**config.mk**
```make
export PLATFORM = sky130hd
export DESIGN_NAME = cdr_top
export DESIGN_NICKNAME = d
export VERILOG_FILES = /design/src/rtl/cdr_pkg.sv /design/src/rtl/mm_pd.sv /design/src/rtl/mm_cdr.sv /design/src/rtl/cdr_debug_sampler.sv /design/src/rtl/cdr_top.sv
export VERILOG_INCLUDE_DIRS = /design/src /design/src/include
export SDC_FILE = /design/constraint.sdc
export NUM_CORES = 1
export LEC_CHECK = 0
export BUFFER_PORTS_ARGS = -buffer_cell sky130_fd_sc_hd__buf_2
export CORE_ASPECT_RATIO = 1.2
export CORE_UTILIZATION = 30
export DETAILED_ROUTE_END_ITERATION = 10
export PLACE_DENSITY = 0.46
export SLEW_MARGIN = 20
export SYNTH_ARGS = -nofsm -noshare
export SYNTH_HDL_FRONTEND = slang
export SYNTH_SLANG_ARGS = --single-unit
```
**constraint.sdc**
```tcl
create_clock -name clk -period 34.5 [get_ports clk]
set_input_delay 6.9 -clock clk [delete_from_list [all_inputs] [get_ports clk]]
set_output_delay 6.9 -clock clk [all_outputs]
set_load 0.05 [all_outputs]
```
**src/include/cdr_defs.svh**
```systemverilog
`ifndef CDR_DEFS_SVH
`define CDR_DEFS_SVH

// Bits per ADC sample.
`define CDR_NADC 8

// Samples per interleaved word. Must be a power of two.
`define CDR_NTI 16

// Interpolator code width.
`define CDR_NPI 9

// Number of interpolator outputs.
`define CDR_NOUT 4

// Fractional bits carried by the phase and frequency estimators.
`define CDR_EST_SHIFT 8

`endif

```
**src/rtl/cdr_pkg.sv**
```systemverilog
`default_nettype none

package cdr_pkg;

    `include "cdr_defs.svh"

    // One converter sample.
    typedef logic signed [`CDR_NADC-1:0] adc_word_t;

    // Phase error, detector offset and visible phase estimate.
    typedef logic signed [`CDR_NADC+1:0] pd_err_t;

    // Loop filter state with fractional bits below the visible phase.
    typedef logic signed [`CDR_NADC+1+`CDR_EST_SHIFT:0] est_word_t;

    typedef logic [`CDR_NPI-1:0] pi_code_t;  // Interpolator code.

endpackage

`default_nettype wire

```
**src/rtl/mm_pd.sv**
```systemverilog
`timescale 1ns/10ps
`default_nettype none

`include "cdr_defs.svh"

module mm_pd (
    input  wire logic               clk,
    input  wire logic               ext_rstb,
    input  wire cdr_pkg::adc_word_t din_i [`CDR_NTI],  // Index 0 is the earliest.
    input  wire cdr_pkg::pd_err_t   pd_offset_i,
    output logic signed [$bits(cdr_pkg::pd_err_t)-1:0] pd_out_o
);

    import cdr_pkg::*;

    localparam int PD_W     = $bits(pd_err_t);
    localparam int NTI_LOG2 = $clog2(`CDR_NTI);
    localparam int TERM_W   = `CDR_NADC + 2;
    localparam int SUM_W    = TERM_W + NTI_LOG2;

    adc_word_t                 prev_last_q;  // Last sample of the previous word.
    adc_word_t                 prev_s [`CDR_NTI];
    logic signed [TERM_W-1:0]  term [`CDR_NTI];
    logic signed [SUM_W-1:0]   sum;
    logic signed [SUM_W-1:0]   avg;
    logic signed [SUM_W:0]     acc;

    always_ff @(posedge clk or negedge ext_rstb) begin
        if (!ext_rstb) begin
            prev_last_q <= '0;
        end else begin
            prev_last_q <= din_i[`CDR_NTI-1];
        end
    end

    assign prev_s[0] = prev_last_q;

    for (genvar k = 1; k < `CDR_NTI; k++) begin : g_prev
        assign prev_s[k] = din_i[k-1];
    end

    // Each Mueller-Muller term is x[k]*sgn(x[k-1]) minus x[k-1]*sgn(x[k]).
    for (genvar k = 0; k < `CDR_NTI; k++) begin : g_term
        logic signed [TERM_W-1:0] cur_x;
        logic signed [TERM_W-1:0] prev_x;
        logic signed [TERM_W-1:0] cur_signed;
        logic signed [TERM_W-1:0] prev_signed;

        assign cur_x  = din_i[k];      // Sign extended before negation.
        assign prev_x = prev_s[k];

        assign cur_signed  = prev_s[k][`CDR_NADC-1] ? -cur_x : cur_x;
        assign prev_signed = din_i[k][`CDR_NADC-1] ? -prev_x : prev_x;

        assign term[k] = cur_signed - prev_signed;
    end

    always_comb begin
        sum = '0;
        for (int k = 0; k < `CDR_NTI; k++) begin
            sum = sum + term[k];
        end
    end

    assign avg = sum >>> NTI_LOG2;  // Mean over the word.
    assign acc = avg + pd_offset_i;

    // Clamp to the error range.
    always_comb begin
        if (acc[SUM_W:PD_W-1] == {(SUM_W-PD_W+2){acc[SUM_W]}}) begin
            pd_out_o = acc[PD_W-1:0];
        end else if (acc[SUM_W]) begin
            pd_out_o = {1'b1, {(PD_W-1){1'b0}}};
        end else begin
            pd_out_o = {1'b0, {(PD_W-1){1'b1}}};
        end
    end

endmodule

`default_nettype wire

```
**src/rtl/mm_cdr.sv**
```systemverilog
`timescale 1ns/10ps
`default_nettype none

`include "cdr_defs.svh"

module mm_cdr #(
    parameter int prop_width = 8,
    parameter int intg_width = 8
) (
    input  wire logic                      clk,
    input  wire logic                      ext_rstb,
    input  wire cdr_pkg::adc_word_t        din_i [`CDR_NTI],
    input  wire cdr_pkg::pd_err_t          pd_offset_i,
    input  wire logic signed [prop_width-1:0] kp_i,
    input  wire logic signed [intg_width-1:0] ki_i,
    input  wire logic                      en_freq_est_i,
    input  wire logic                      en_ext_pi_ctl_i,
    input  wire cdr_pkg::pi_code_t         pi_ctl_ext_i,
    output cdr_pkg::pi_code_t              pi_ctl_o [`CDR_NOUT],
    output cdr_pkg::pd_err_t               phase_est_out_o,
    output cdr_pkg::est_word_t             freq_est_update_o
);

    import cdr_pkg::*;

    localparam int EST_W    = $bits(est_word_t);
    localparam int PI_SHIFT = `CDR_NADC + 2 - `CDR_NPI;

    pd_err_t   phase_error;
    est_word_t phase_est_q;
    est_word_t phase_est_d;
    est_word_t freq_est_q;
    est_word_t freq_est_d;
    est_word_t freq_est_update;
    pd_err_t   phase_est_out;
    pi_code_t  scaled_pi_ctl;

    mm_pd u_mm_pd (
        .clk         (clk),
        .ext_rstb    (ext_rstb),
        .din_i       (din_i),
        .pd_offset_i (pd_offset_i),
        .pd_out_o    (phase_error)
    );

    // Integral path. Sums wrap modulo the estimator width.
    always_comb begin
        freq_est_update = freq_est_q + ki_i * phase_error;
        freq_est_d      = en_freq_est_i ? freq_est_update : '0;
    end

    // Proportional path plus the previous frequency estimate.
    assign phase_est_d = phase_est_q + kp_i * phase_error + freq_est_q;

    always_ff @(posedge clk or negedge ext_rstb) begin
        if (!ext_rstb) begin
            phase_est_q <= '0;
            freq_est_q  <= '0;
        end else begin
            phase_est_q <= phase_est_d;
            freq_est_q  <= freq_est_d;
        end
    end

    // Drop the fractional bits.
    assign phase_est_out = phase_est_q[EST_W-1:`CDR_EST_SHIFT];

    // Top CDR_NPI bits of the visible phase.
    assign scaled_pi_ctl = phase_est_out[PI_SHIFT +: `CDR_NPI];

    for (genvar k = 0; k < `CDR_NOUT; k++) begin : g_pi_out
        assign pi_ctl_o[k] = en_ext_pi_ctl_i ? pi_ctl_ext_i : scaled_pi_ctl;
    end

    assign phase_est_out_o   = phase_est_out;
    assign freq_est_update_o = freq_est_update;  // To the debug sampler.

endmodule

`default_nettype wire

```
**src/rtl/cdr_debug_sampler.sv**
```systemverilog
`timescale 1ns/10ps
`default_nettype none

module cdr_debug_sampler (
    input  wire logic               clk,
    input  wire logic               ext_rstb,
    input  wire logic               sample_req_i,
    input  wire cdr_pkg::pd_err_t   phase_est_i,
    input  wire cdr_pkg::est_word_t freq_est_i,
    output cdr_pkg::pd_err_t        phase_est_o,
    output cdr_pkg::est_word_t      freq_est_o
);

    import cdr_pkg::*;

    typedef enum logic [1:0] {
        WAIT,
        READY,
        SAMPLE
    } sampler_state_t;

    sampler_state_t state_q;

    // Request must go low, then high, for each capture.
    always_ff @(posedge clk or negedge ext_rstb) begin
        if (!ext_rstb) begin
            state_q     <= WAIT;
            phase_est_o <= '0;
            freq_est_o  <= '0;
        end else begin
            case (state_q)
                WAIT: begin
                    if (!sample_req_i) begin
                        state_q <= READY;
                    end
                end
                READY: begin
                    if (sample_req_i) begin
                        state_q <= SAMPLE;
                    end
                end
                SAMPLE: begin
                    // Both estimates from the same cycle.
                    phase_est_o <= phase_est_i;
                    freq_est_o  <= freq_est_i;
                    state_q     <= WAIT;
                end
                default: state_q <= WAIT;
            endcase
        end
    end

endmodule

`default_nettype wire

```
**src/rtl/cdr_top.sv**
```systemverilog
`timescale 1ns/10ps
`default_nettype none

`include "cdr_defs.svh"

module cdr_top (
    input  wire logic               clk,
    input  wire logic               ext_rstb,
    input  wire cdr_pkg::adc_word_t din_i [`CDR_NTI],
    input  wire cdr_pkg::pd_err_t   pd_offset_i,
    input  wire logic signed [7:0]  kp_i,
    input  wire logic signed [7:0]  ki_i,
    input  wire logic               en_freq_est_i,
    input  wire logic               en_ext_pi_ctl_i,
    input  wire cdr_pkg::pi_code_t  pi_ctl_ext_i,
    input  wire logic               sample_req_i,
    output cdr_pkg::pi_code_t       pi_ctl_o [`CDR_NOUT],
    output cdr_pkg::pd_err_t        phase_est_o,
    output cdr_pkg::est_word_t      freq_est_o
);

    import cdr_pkg::*;

    pd_err_t   phase_est_out;    // Visible phase of the loop.
    est_word_t freq_est_update;

    mm_cdr #(
        .prop_width (8),
        .intg_width (8)
    ) u_mm_cdr (
        .clk               (clk),
        .ext_rstb          (ext_rstb),
        .din_i             (din_i),
        .pd_offset_i       (pd_offset_i),
        .kp_i              (kp_i),
        .ki_i              (ki_i),
        .en_freq_est_i     (en_freq_est_i),
        .en_ext_pi_ctl_i   (en_ext_pi_ctl_i),
        .pi_ctl_ext_i      (pi_ctl_ext_i),
        .pi_ctl_o          (pi_ctl_o),
        .phase_est_out_o   (phase_est_out),
        .freq_est_update_o (freq_est_update)
    );

    cdr_debug_sampler u_cdr_debug_sampler (
        .clk          (clk),
        .ext_rstb     (ext_rstb),
        .sample_req_i (sample_req_i),
        .phase_est_i  (phase_est_out),
        .freq_est_i   (freq_est_update),
        .phase_est_o  (phase_est_o),
        .freq_est_o   (freq_est_o)
    );

endmodule

`default_nettype wire

```
# --- After elaboration in Yosys (flattened, before gate mapping) ---
# Index checks and enable logic that the tools add are counted.
totals:
  regBits: 74
  out_inout_bits: 64
  inputBits: 168
classes:
  n_eq_ne: 5
  n_reduce_logical: 2
  n_mul: 2
  n_mux: 39
  add_sub_neg: 52
op_table:
  columns: ["operator", "n"]
  rows:
  - ["two-way mux 10 bit", 34]
  - ["negation 8 -> 10 bit", 17]
  - ["subtractor 10 bit", 16]
  - ["adder 14 x 10 -> 14 bit", 11]
  - ["adder 18 bit", 3]
  - ["multiplier 8 x 10 -> 18 bit", 2]
  - ["adder 10 x 10 -> 11 bit", 2]
  - ["two-way mux 18 bit", 1]
  - ["adder 13 x 10 -> 14 bit", 1]
  - ["adder 12 x 10 -> 13 bit", 1]
  - ["adder 11 x 10 -> 12 bit", 1]
  - ["two-way mux 9 bit", 1]
  - ["== test 5 bit", 1]
  - ["two-way mux 2 bit", 2]
  - ["!= test 2 bit, second input constant", 2]
  - ["one-hot mux 2 bit (2 select lines)", 1]
  - ["== test 2 x 1 -> 1 bit, second input constant", 1]
  - ["== test 2 bit, second input constant", 1]
  - ["logical NOT 2 bit", 1]
  - ["AND reduction 2 bit", 1]

# --- Longest topological paths before layout ---
# Gate-level depths: netlist of run 1.
logic_depth:
  word_depth: 24
  ltp_mapped: 58

# --- Modules after synthesis ---
# A second synthesis of run 1 with hierarchy kept.
hier_totals:
  hier_cells: 2905
  area_unflattened_um2: 24966.4
by_module_without_submodules:
  columns: ["mod", "seq_area_each_um2", "cells_each", "area_per_inst_um2", "n_inst"]
  rows:
  - ["mm_pd", 200.2, 1907, 14741.6, 1]
  - ["mm_cdr", 900.9, 934, 9012.4, 1]
  - ["cdr_debug_sampler", 750.7, 64, 1212.4, 1]

# --- Worst setup path before layout of run 1 ---
# Ideal clock, no wire load.
synth_path:
  kind: "in2reg"
  from: "input port din_i[122] (netlist bit)"
  to: "register u_cdr_debug_sampler.freq_est_o[15]"
  path_slack_ns: 14.863
  setup_ns: 0.125
  path_stages: 47
  t_arrival_ns: 19.512
  cell_sequence: "or3_1 -> or3_1 -> or3_1 -> nand2_1 -> xor2_1 -> ha_1 -> inv_1 -> o41ai_1 -> a21oi_1 -> xnor2_1 -> fa_1 -> fa_1 -> inv_1 -> fa_1 -> fa_1 -> fa_1 -> inv_1 -> fa_1 -> [... 11 more ...] -> a21oi_2 -> a21o_1 -> buf_2 -> nand2_1 -> fa_1 -> fa_1 -> inv_1 -> fa_1 -> fa_1 -> fa_1 -> ha_1 -> o21a_1 -> a21oi_1 -> o21ai_0 -> a21boi_0 -> o21ai_0 -> xor2_1 -> mux2_2"
synth_via:
  elab_chain_len: 23
  word_cells_on_any_way: 26
synth_lines:
  columns: ["element", "line", "source"]
  rows:
  - ["start: declaration", "cdr_top.sv:9", "input wire cdr_pkg::adc_word_t din_i [`CDR_NTI],"]
  - ["negation 8 -> 10 bit", "mm_pd.sv:52, mm_pd.sv:53", null]
  - ["two-way mux 10 bit, on equally long branches", "mm_pd.sv:52, mm_pd.sv:53", null]
  - ["subtractor 10 bit", "mm_pd.sv:55", "assign term[k] = cur_signed - prev_signed;"]
  - ["adder 10 x 10 -> 11 bit *", "mm_pd.sv:61", "sum = sum + term[k];"]
  - ["adder 11 x 10 -> 12 bit *", "mm_pd.sv:61", null]
  - ["adder 12 x 10 -> 13 bit *", "mm_pd.sv:61", null]
  - ["adder 13 x 10 -> 14 bit *", "mm_pd.sv:61", null]
  - ["adder 14 x 10 -> 14 bit * (11 in series)", "mm_pd.sv:61", null]
  - ["adder 10 x 10 -> 11 bit *", "mm_pd.sv:66", "assign acc = avg + pd_offset_i;"]
  - ["== test 5 bit or two-way mux 10 bit (tied branches)", "mm_pd.sv:70, mm_pd.sv:72", null]
  - ["two-way mux 10 bit *", "mm_pd.sv:70", "if (acc[SUM_W:PD_W-1] == {(SUM_W-PD_W+2){acc[SUM_W]}}) begin"]
  - ["multiplier 8 x 10 -> 18 bit *", "mm_cdr.sv:48", "freq_est_update = freq_est_q + ki_i * phase_error;"]
  - ["adder 18 bit *", "mm_cdr.sv:48", null]
  - ["end signal: assignment", "cdr_debug_sampler.sv:45", "freq_est_o <= freq_est_i;"]
  - ["end: declaration", "cdr_debug_sampler.sv:11", "output cdr_pkg::est_word_t freq_est_o"]
# Mark *: on every way between the ends. The rest lies on a longest branch, timed or not.
# A chain may end at the register's enable or synchronous reset.

# --- Worst setup path after layout of run 1 ---
layout_path:
  from: "input port din_i[66] (netlist bit)"
  to: "register u_mm_cdr.phase_est_q[16]"
layout_via:
  elab_chain_len: 18
  word_cells_on_any_way: 21
layout_lines:
  columns: ["element", "line", "source"]
  rows:
  - ["negation 8 -> 10 bit", "mm_pd.sv:52, mm_pd.sv:53", null]
  - ["two-way mux 10 bit", "mm_pd.sv:52", "assign cur_signed = prev_s[k][`CDR_NADC-1] ? -cur_x : cur_x;"]
  - ["subtractor 10 bit", "mm_pd.sv:55", null]
  - ["adder 14 x 10 -> 14 bit", "mm_pd.sv:61", null]
  - ["adder 14 x 10 -> 14 bit * (8 in series)", "mm_pd.sv:61", null]
  - ["adder 10 x 10 -> 11 bit *", "mm_pd.sv:66", null]
  - ["== test 5 bit or two-way mux 10 bit (tied branches)", "mm_pd.sv:70, mm_pd.sv:72", null]
  - ["two-way mux 10 bit *", "mm_pd.sv:70", null]
  - ["multiplier 8 x 10 -> 18 bit *", "mm_cdr.sv:53", "assign phase_est_d = phase_est_q + kp_i * phase_error + freq_est_q;"]
  - ["adder 18 bit * (2 in series)", "mm_cdr.sv:53", null]
  - ["net u_mm_cdr.phase_est_d[16]", "mm_cdr.sv:31", "est_word_t phase_est_d;"]
  - ["end signal: assignment", "mm_cdr.sv:60", "phase_est_q <= phase_est_d;"]
  - ["end: declaration", "mm_cdr.sv:30", "est_word_t phase_est_q;"]
# The timed path passes the listed nets; every way through them passes the cells marked *.

==> metrics, run 1 <==
Final ANT Viol Nets 0; Num CTS Buffers 9; TritonRoute pass-1 iters 5; Mapped Area 0.02445 mm2; syn nets 3611; fin crit share 0.6032; Worst-Skew Late Latency 0.40 ns; worst slew pin tran 0.9818 ns; initial antenna violation count 24; drt initial violations 617; most frequent cells in the layout inv_1, fa_1, nand2_1; row count 114; Synth cell types 58; fmax 0.04805 GHz; CTS resizes 0; area occupied by multi-input gates 0.02047 mm2; Total Routed Length 68.84 mm; Die ar. 0.08266 mm2; Setup TNS 0 ns; Buf/Inv on CP 10; via count 18390; share of layout cells above drive strength 1 0.1051; final hold viol count 0; Crit. Startpoint din_i[66]; commonest non-fill, non-tap cell in the layout inv_1; Crit Path Class in -> reg; core area 0.08059 mm2; num ports 232; dominant synthesized flop cell dfrtp_1; # setup viols final 0; RePlAce Congestion 0.8225; WP data arrival 21.12 ns; die height 314.7 um; CTS H-Tree Depth 3; Tot GR Track Use 0.1735; TritonCTS clock tree yes; cell family with most CP delay adder cells; startpoint types primary input; TritonCTS Sinks 74; relative slew slack 0.3369; dpl cell area 0.02655 mm2; hold-fix buffers at CTS 0; total of max-cap violations 0; largest net degree at the start of global routing 40; Initial Util 0.3034; Critical-path top delay cell o41ai_1; fillers 8553; Storage cell area 0.001852 mm2; top cells by area, synth fa_1, ha_1, xnor2_1; CP most frequent cell fa_1; vias in the first global route 19590; ys async rst share 1.000; DR DRC count 0; root buf cell clkbuf_16; max incr delay on CP 0.82 ns; worst hold start u_cdr_debug_sampler.state_q[1]; Synth-to-Final Area Change 9.871%; final net count 3775; Hold Crit Class reg -> reg; Die Wd 262.6 um; Clock Pin Slew Worst Setup and Hold Paths 0.07 ns; min Tclk post-route 20.81 ns; RSZ-0062 raised after global routing false; Post-synth EDFFs 0; status finished, final reports clean; Post-DP HPWL 61.26 mm; I/O Buffers 231; crit end category flop; Max FO, Critical Path 16; Slew Limit Fails 0; CTS Buffer Depth 2; drt via density 4.556; post-DR wirelength/cell 17.06 um; area fraction of the dominant cell type after synthesis 0.2808; cells after synthesis 2819; Post-CTS Setup Repair Bufs 0; first-pass GRT wire length 109.8 mm; area leader, netlist fa_1; skew final 0.01336 ns; sequential-to-total area share from yosys stat 0.07573; warnings from Yosys 0; syn avg cell area 8.674 um2; FF+latch count, synth 74; Overflow after GRT 0; RR Startpoint u_mm_cdr.u_mm_pd.prev_last_q[4]; WP data required 34.81 ns; final non-filler cell area 0.02687 mm2
-- path summary, 6_finish.rpt --
check,endpoint,slack (ns),depth (start not counted)
worst max-delay path,u_mm_cdr.phase_est_q[16],13.69,48
worst min-delay path,u_cdr_debug_sampler.state_q[0],0.46,1
worst max register to register,u_mm_cdr.phase_est_q[16],21.66,45
worst min register to register,u_cdr_debug_sampler.state_q[0],0.46,1
max in group asynchronous,u_mm_cdr.phase_est_q[15],26.97,2
min in group asynchronous,u_cdr_debug_sampler.freq_est_o[7],6.50,1
-- per-stage QoR --
step	worst slack (ns)	hold WS [ns]	utilization	cells
after detailed placement	13.14	0.4588	0.3294	4016
final	13.69	0.4614	0.3334	4036
after floorplan	14.86	0.4139	-	2819
after CTS	13.53	0.4694	0.3332	4032
after global routing	12.90	0.4990	0.3333	4035
after global placement	13.24	0.4588	0.3294	4016
-- metal layers --
metal,vias up,track usage,routed length (um)
met5,-,0,189
met4,30,0.05481,1880
met3,91,0.03038,2583
met2,248,0.3355,37430
met1,8796,0.1899,26750
li1,9221,-,-
-- area by class of cell --
cell class,instances,share of cell area
Antenna cell,4,0.0003726
Clock buffer,9,0.008383
Clock inverter,7,0.003074
Inverter,450,0.06287
Multi-Input combinational cell,2208,0.7621
Sequential cell,74,0.06893
Tap cell,1044,0.04862
Timing Repair Buffer,240,0.04564
-- worst reg2reg max path: cells and delay by family, from the launching register on --
kind                     cells  cell delay [ns]
flip-flops                   1             0.42
adder cells (fa/ha/maj)     12             5.10
AND/OR/NAND/NOR              8             2.06
XOR/XNOR                     4             0.98
buffers and inverters        8             0.54
AO/OA/AOI/OAI               13             3.67
-- cells by family after synthesis --
kind of cell             Yosys count  share of synthesized area
AO/OA/AOI/OAI                    353                    0.08873
AND/OR/NAND/NOR                  782                     0.1579
multiplexers                      53                    0.02384
adder cells (fa/ha/maj)          625                     0.4251
buffers and inverters            537                    0.08724
flip-flops                        74                    0.07573
XOR/XNOR                         395                     0.1415
-- flip-flops by register name (all words and copies together), names as in the netlist --
name / count
u_cdr_debug_sampler.phase_est_o: 10
u_mm_cdr.phase_est_q: 18
u_mm_cdr.u_mm_pd.prev_last_q: 8
u_cdr_debug_sampler.freq_est_o: 18
u_mm_cdr.freq_est_q: 18
u_cdr_debug_sampler.state_q: 2
-- synth_stat cells (all sizes together), types with 8 or more instances --
library cell and instances:
inv 449, fa 343, nand2 300, ha 281, xnor2 238, xor2 157
o21ai 114, nor2 113, a21oi 97, and2 89, nor2b 81, dfrtp 74
nand2b 68, or3 65, buf 52, mux2 42, clkbuf 35, o21a 33
nor3 30, a21o 29, o31ai 16, mux2i 11, o22ai 9, nor3b 8
Power of run 1 is left out: the tool's default activity adds up to more than one toggle a clock period on the data nets, which glitch-free logic cannot reach.
==> run 2: changes to the inputs <==
==> constraint.sdc (replaced) <==
create_clock -name clk -period 21 [get_ports clk]
set_input_delay 4.2 -clock clk [delete_from_list [all_inputs] [get_ports clk]]
set_output_delay 4.2 -clock clk [all_outputs]
set_load 0.05 [all_outputs]
==> run 2 against run 1 <==
  * Non-clock buffer count is the same
  * Flip-flop and latch count unchanged
  * Cell area is the same
  * Clock skew decreased by 0.0029 ns
  * Via count up 0.28%
  * Largest cell class unchanged
  * Cell count barely moved
==> metrics, run 2 (synthesis results as in run 1) <==
# setup viols final 0 (unchanged); CTS resizes 0 (unchanged); Total Routed Length 68.97 mm (+0.19%); hold-fix buffers at CTS 0 (unchanged); fillers 8603 (+0.58%); Post-DP HPWL 61.27 mm (about the same); CTS Buffer Depth 2 (unchanged); CTS H-Tree Depth 3 (unchanged); commonest non-fill, non-tap cell in the layout inv_1; largest registers u_cdr_debug_sampler.freq_est_o (18), u_mm_cdr.freq_est_q (18), u_mm_cdr.phase_est_q (18); max incr delay on CP 0.65 ns (-0.17 ns); DR DRC count 0 (unchanged); Slew Limit Fails 0 (unchanged); area occupied by multi-input gates 0.02047 mm2 (unchanged); relative slew slack 0.3553 (+0.01839); I/O Buffers 231 (unchanged); min Tclk post-route 18.10 ns; largest net degree at the start of global routing 40 (unchanged); status finished, final reports clean; final net count 3775 (unchanged); RePlAce Congestion 0.8147 (-0.95%); RSZ-0062 raised after global routing false; skew final 0.01045 ns (-0.002912 ns); WP data arrival 18.37 ns (-2.75 ns); first-pass GRT wire length 108.9 mm (-0.79%); row count 114 (unchanged); CP most frequent cell fa_1; Worst-Skew Late Latency 0.39 ns (about the same); crit end category flop; num ports 232 (unchanged); root buf cell clkbuf_16; share of layout cells above drive strength 1 0.1051 (unchanged); Final ANT Viol Nets 0 (unchanged); drt via density 4.570 (+0.31%); TritonCTS clock tree yes; vias in the first global route 19380 (-1.1%); post-DR wirelength/cell 17.09 um (+0.21%); worst slew pin tran 0.9546 ns (-0.02722 ns); Clock Pin Slew Worst Setup and Hold Paths 0.08 ns (about the same); total of max-cap violations 0 (unchanged); WP data required 21.27 ns (-13.54 ns); Critical-path top delay cell fa_1; Die Wd 262.6 um (unchanged); Tot GR Track Use 0.1721 (-0.001410); Storage cell area 0.001852 mm2 (unchanged); Max FO, Critical Path 16 (unchanged); Num CTS Buffers 9 (unchanged); via count 18440 (+0.28%); fin crit share 0.8620; most frequent cells in the layout inv_1, fa_1, nand2_1; Crit Path Class in -> reg; core area 0.08059 mm2 (unchanged); Post-CTS Setup Repair Bufs 0 (unchanged); Buf/Inv on CP 6 (-4); die height 314.7 um (unchanged); Die ar. 0.08266 mm2 (unchanged); fmax 0.05525 GHz; TritonCTS Sinks 74 (unchanged); final hold viol count 0 (unchanged); Overflow after GRT 0 (unchanged); Initial Util 0.3034 (unchanged); Synth-to-Final Area Change 9.871% (unchanged); cell family with most CP delay adder cells; Setup TNS 0 ns (unchanged); initial antenna violation count 22 (-8.3%); TritonRoute pass-1 iters 5 (unchanged); drt initial violations 683 (+11%); startpoint types primary input; Hold Crit Class reg -> reg
run 2: final timing paths:
check / cells after the start / from / to / slack [ns]
hold reg to reg: 1 / u_cdr_debug_sampler.state_q[1] / u_cdr_debug_sampler.state_q[0] / 0.47
setup reg to reg: 43 / u_mm_cdr.u_mm_pd.prev_last_q[4] / u_cdr_debug_sampler.freq_est_o[15] / 8.23
min in group asynchronous: 1 / ext_rstb / u_cdr_debug_sampler.freq_est_o[9] / 3.80
setup / recovery: 46 / din_i[114] / u_cdr_debug_sampler.freq_est_o[15] / 2.90
max in group asynchronous: 2 / ext_rstb / u_mm_cdr.phase_est_q[14] / 16.17
hold / removal: 1 / u_cdr_debug_sampler.state_q[1] / u_cdr_debug_sampler.state_q[0] / 0.47
run 2: final cells by class:
cell class              count  share of cell area
repair buffers            240             0.04564
inverters                 450             0.06287
clock inverters             7            0.003167
diodes                      3           0.0002794
clock buffers               9            0.008383
flip-flops and latches     74             0.06893
multi-input cells        2208              0.7621
well taps                1044             0.04862
run 2: through the flow:
| step | instances | cell area, um2 | utilization | setup WS (ns) | hold WS (ns) |
|---|---|---|---|---|---|
| final | 4035 | 26870 | 0.3334 | 2.899 | 0.4671 |
| after global routing | 4033 | 26860 | 0.3333 | 1.956 | 0.4904 |
| after CTS | 4032 | 26860 | 0.3333 | 2.755 | 0.4763 |
| after detailed placement | 4016 | 26550 | 0.3294 | 2.369 | 0.4657 |
| after global placement | 4016 | 26550 | 0.3294 | 2.363 | 0.4569 |
| after floorplan | 2819 | 24450 | - | 4.063 | 0.4139 |
run 2: routing by layer:
metal	wire length, um	GRT usage	vias to the layer above
met5	178	0	-
met4	1171	0.03717	26
met3	2505	0.03015	66
met2	38120	0.3384	229
met1	26990	0.1901	8894
li1	-	-	9223
Power of run 2 is left out for the same reason.
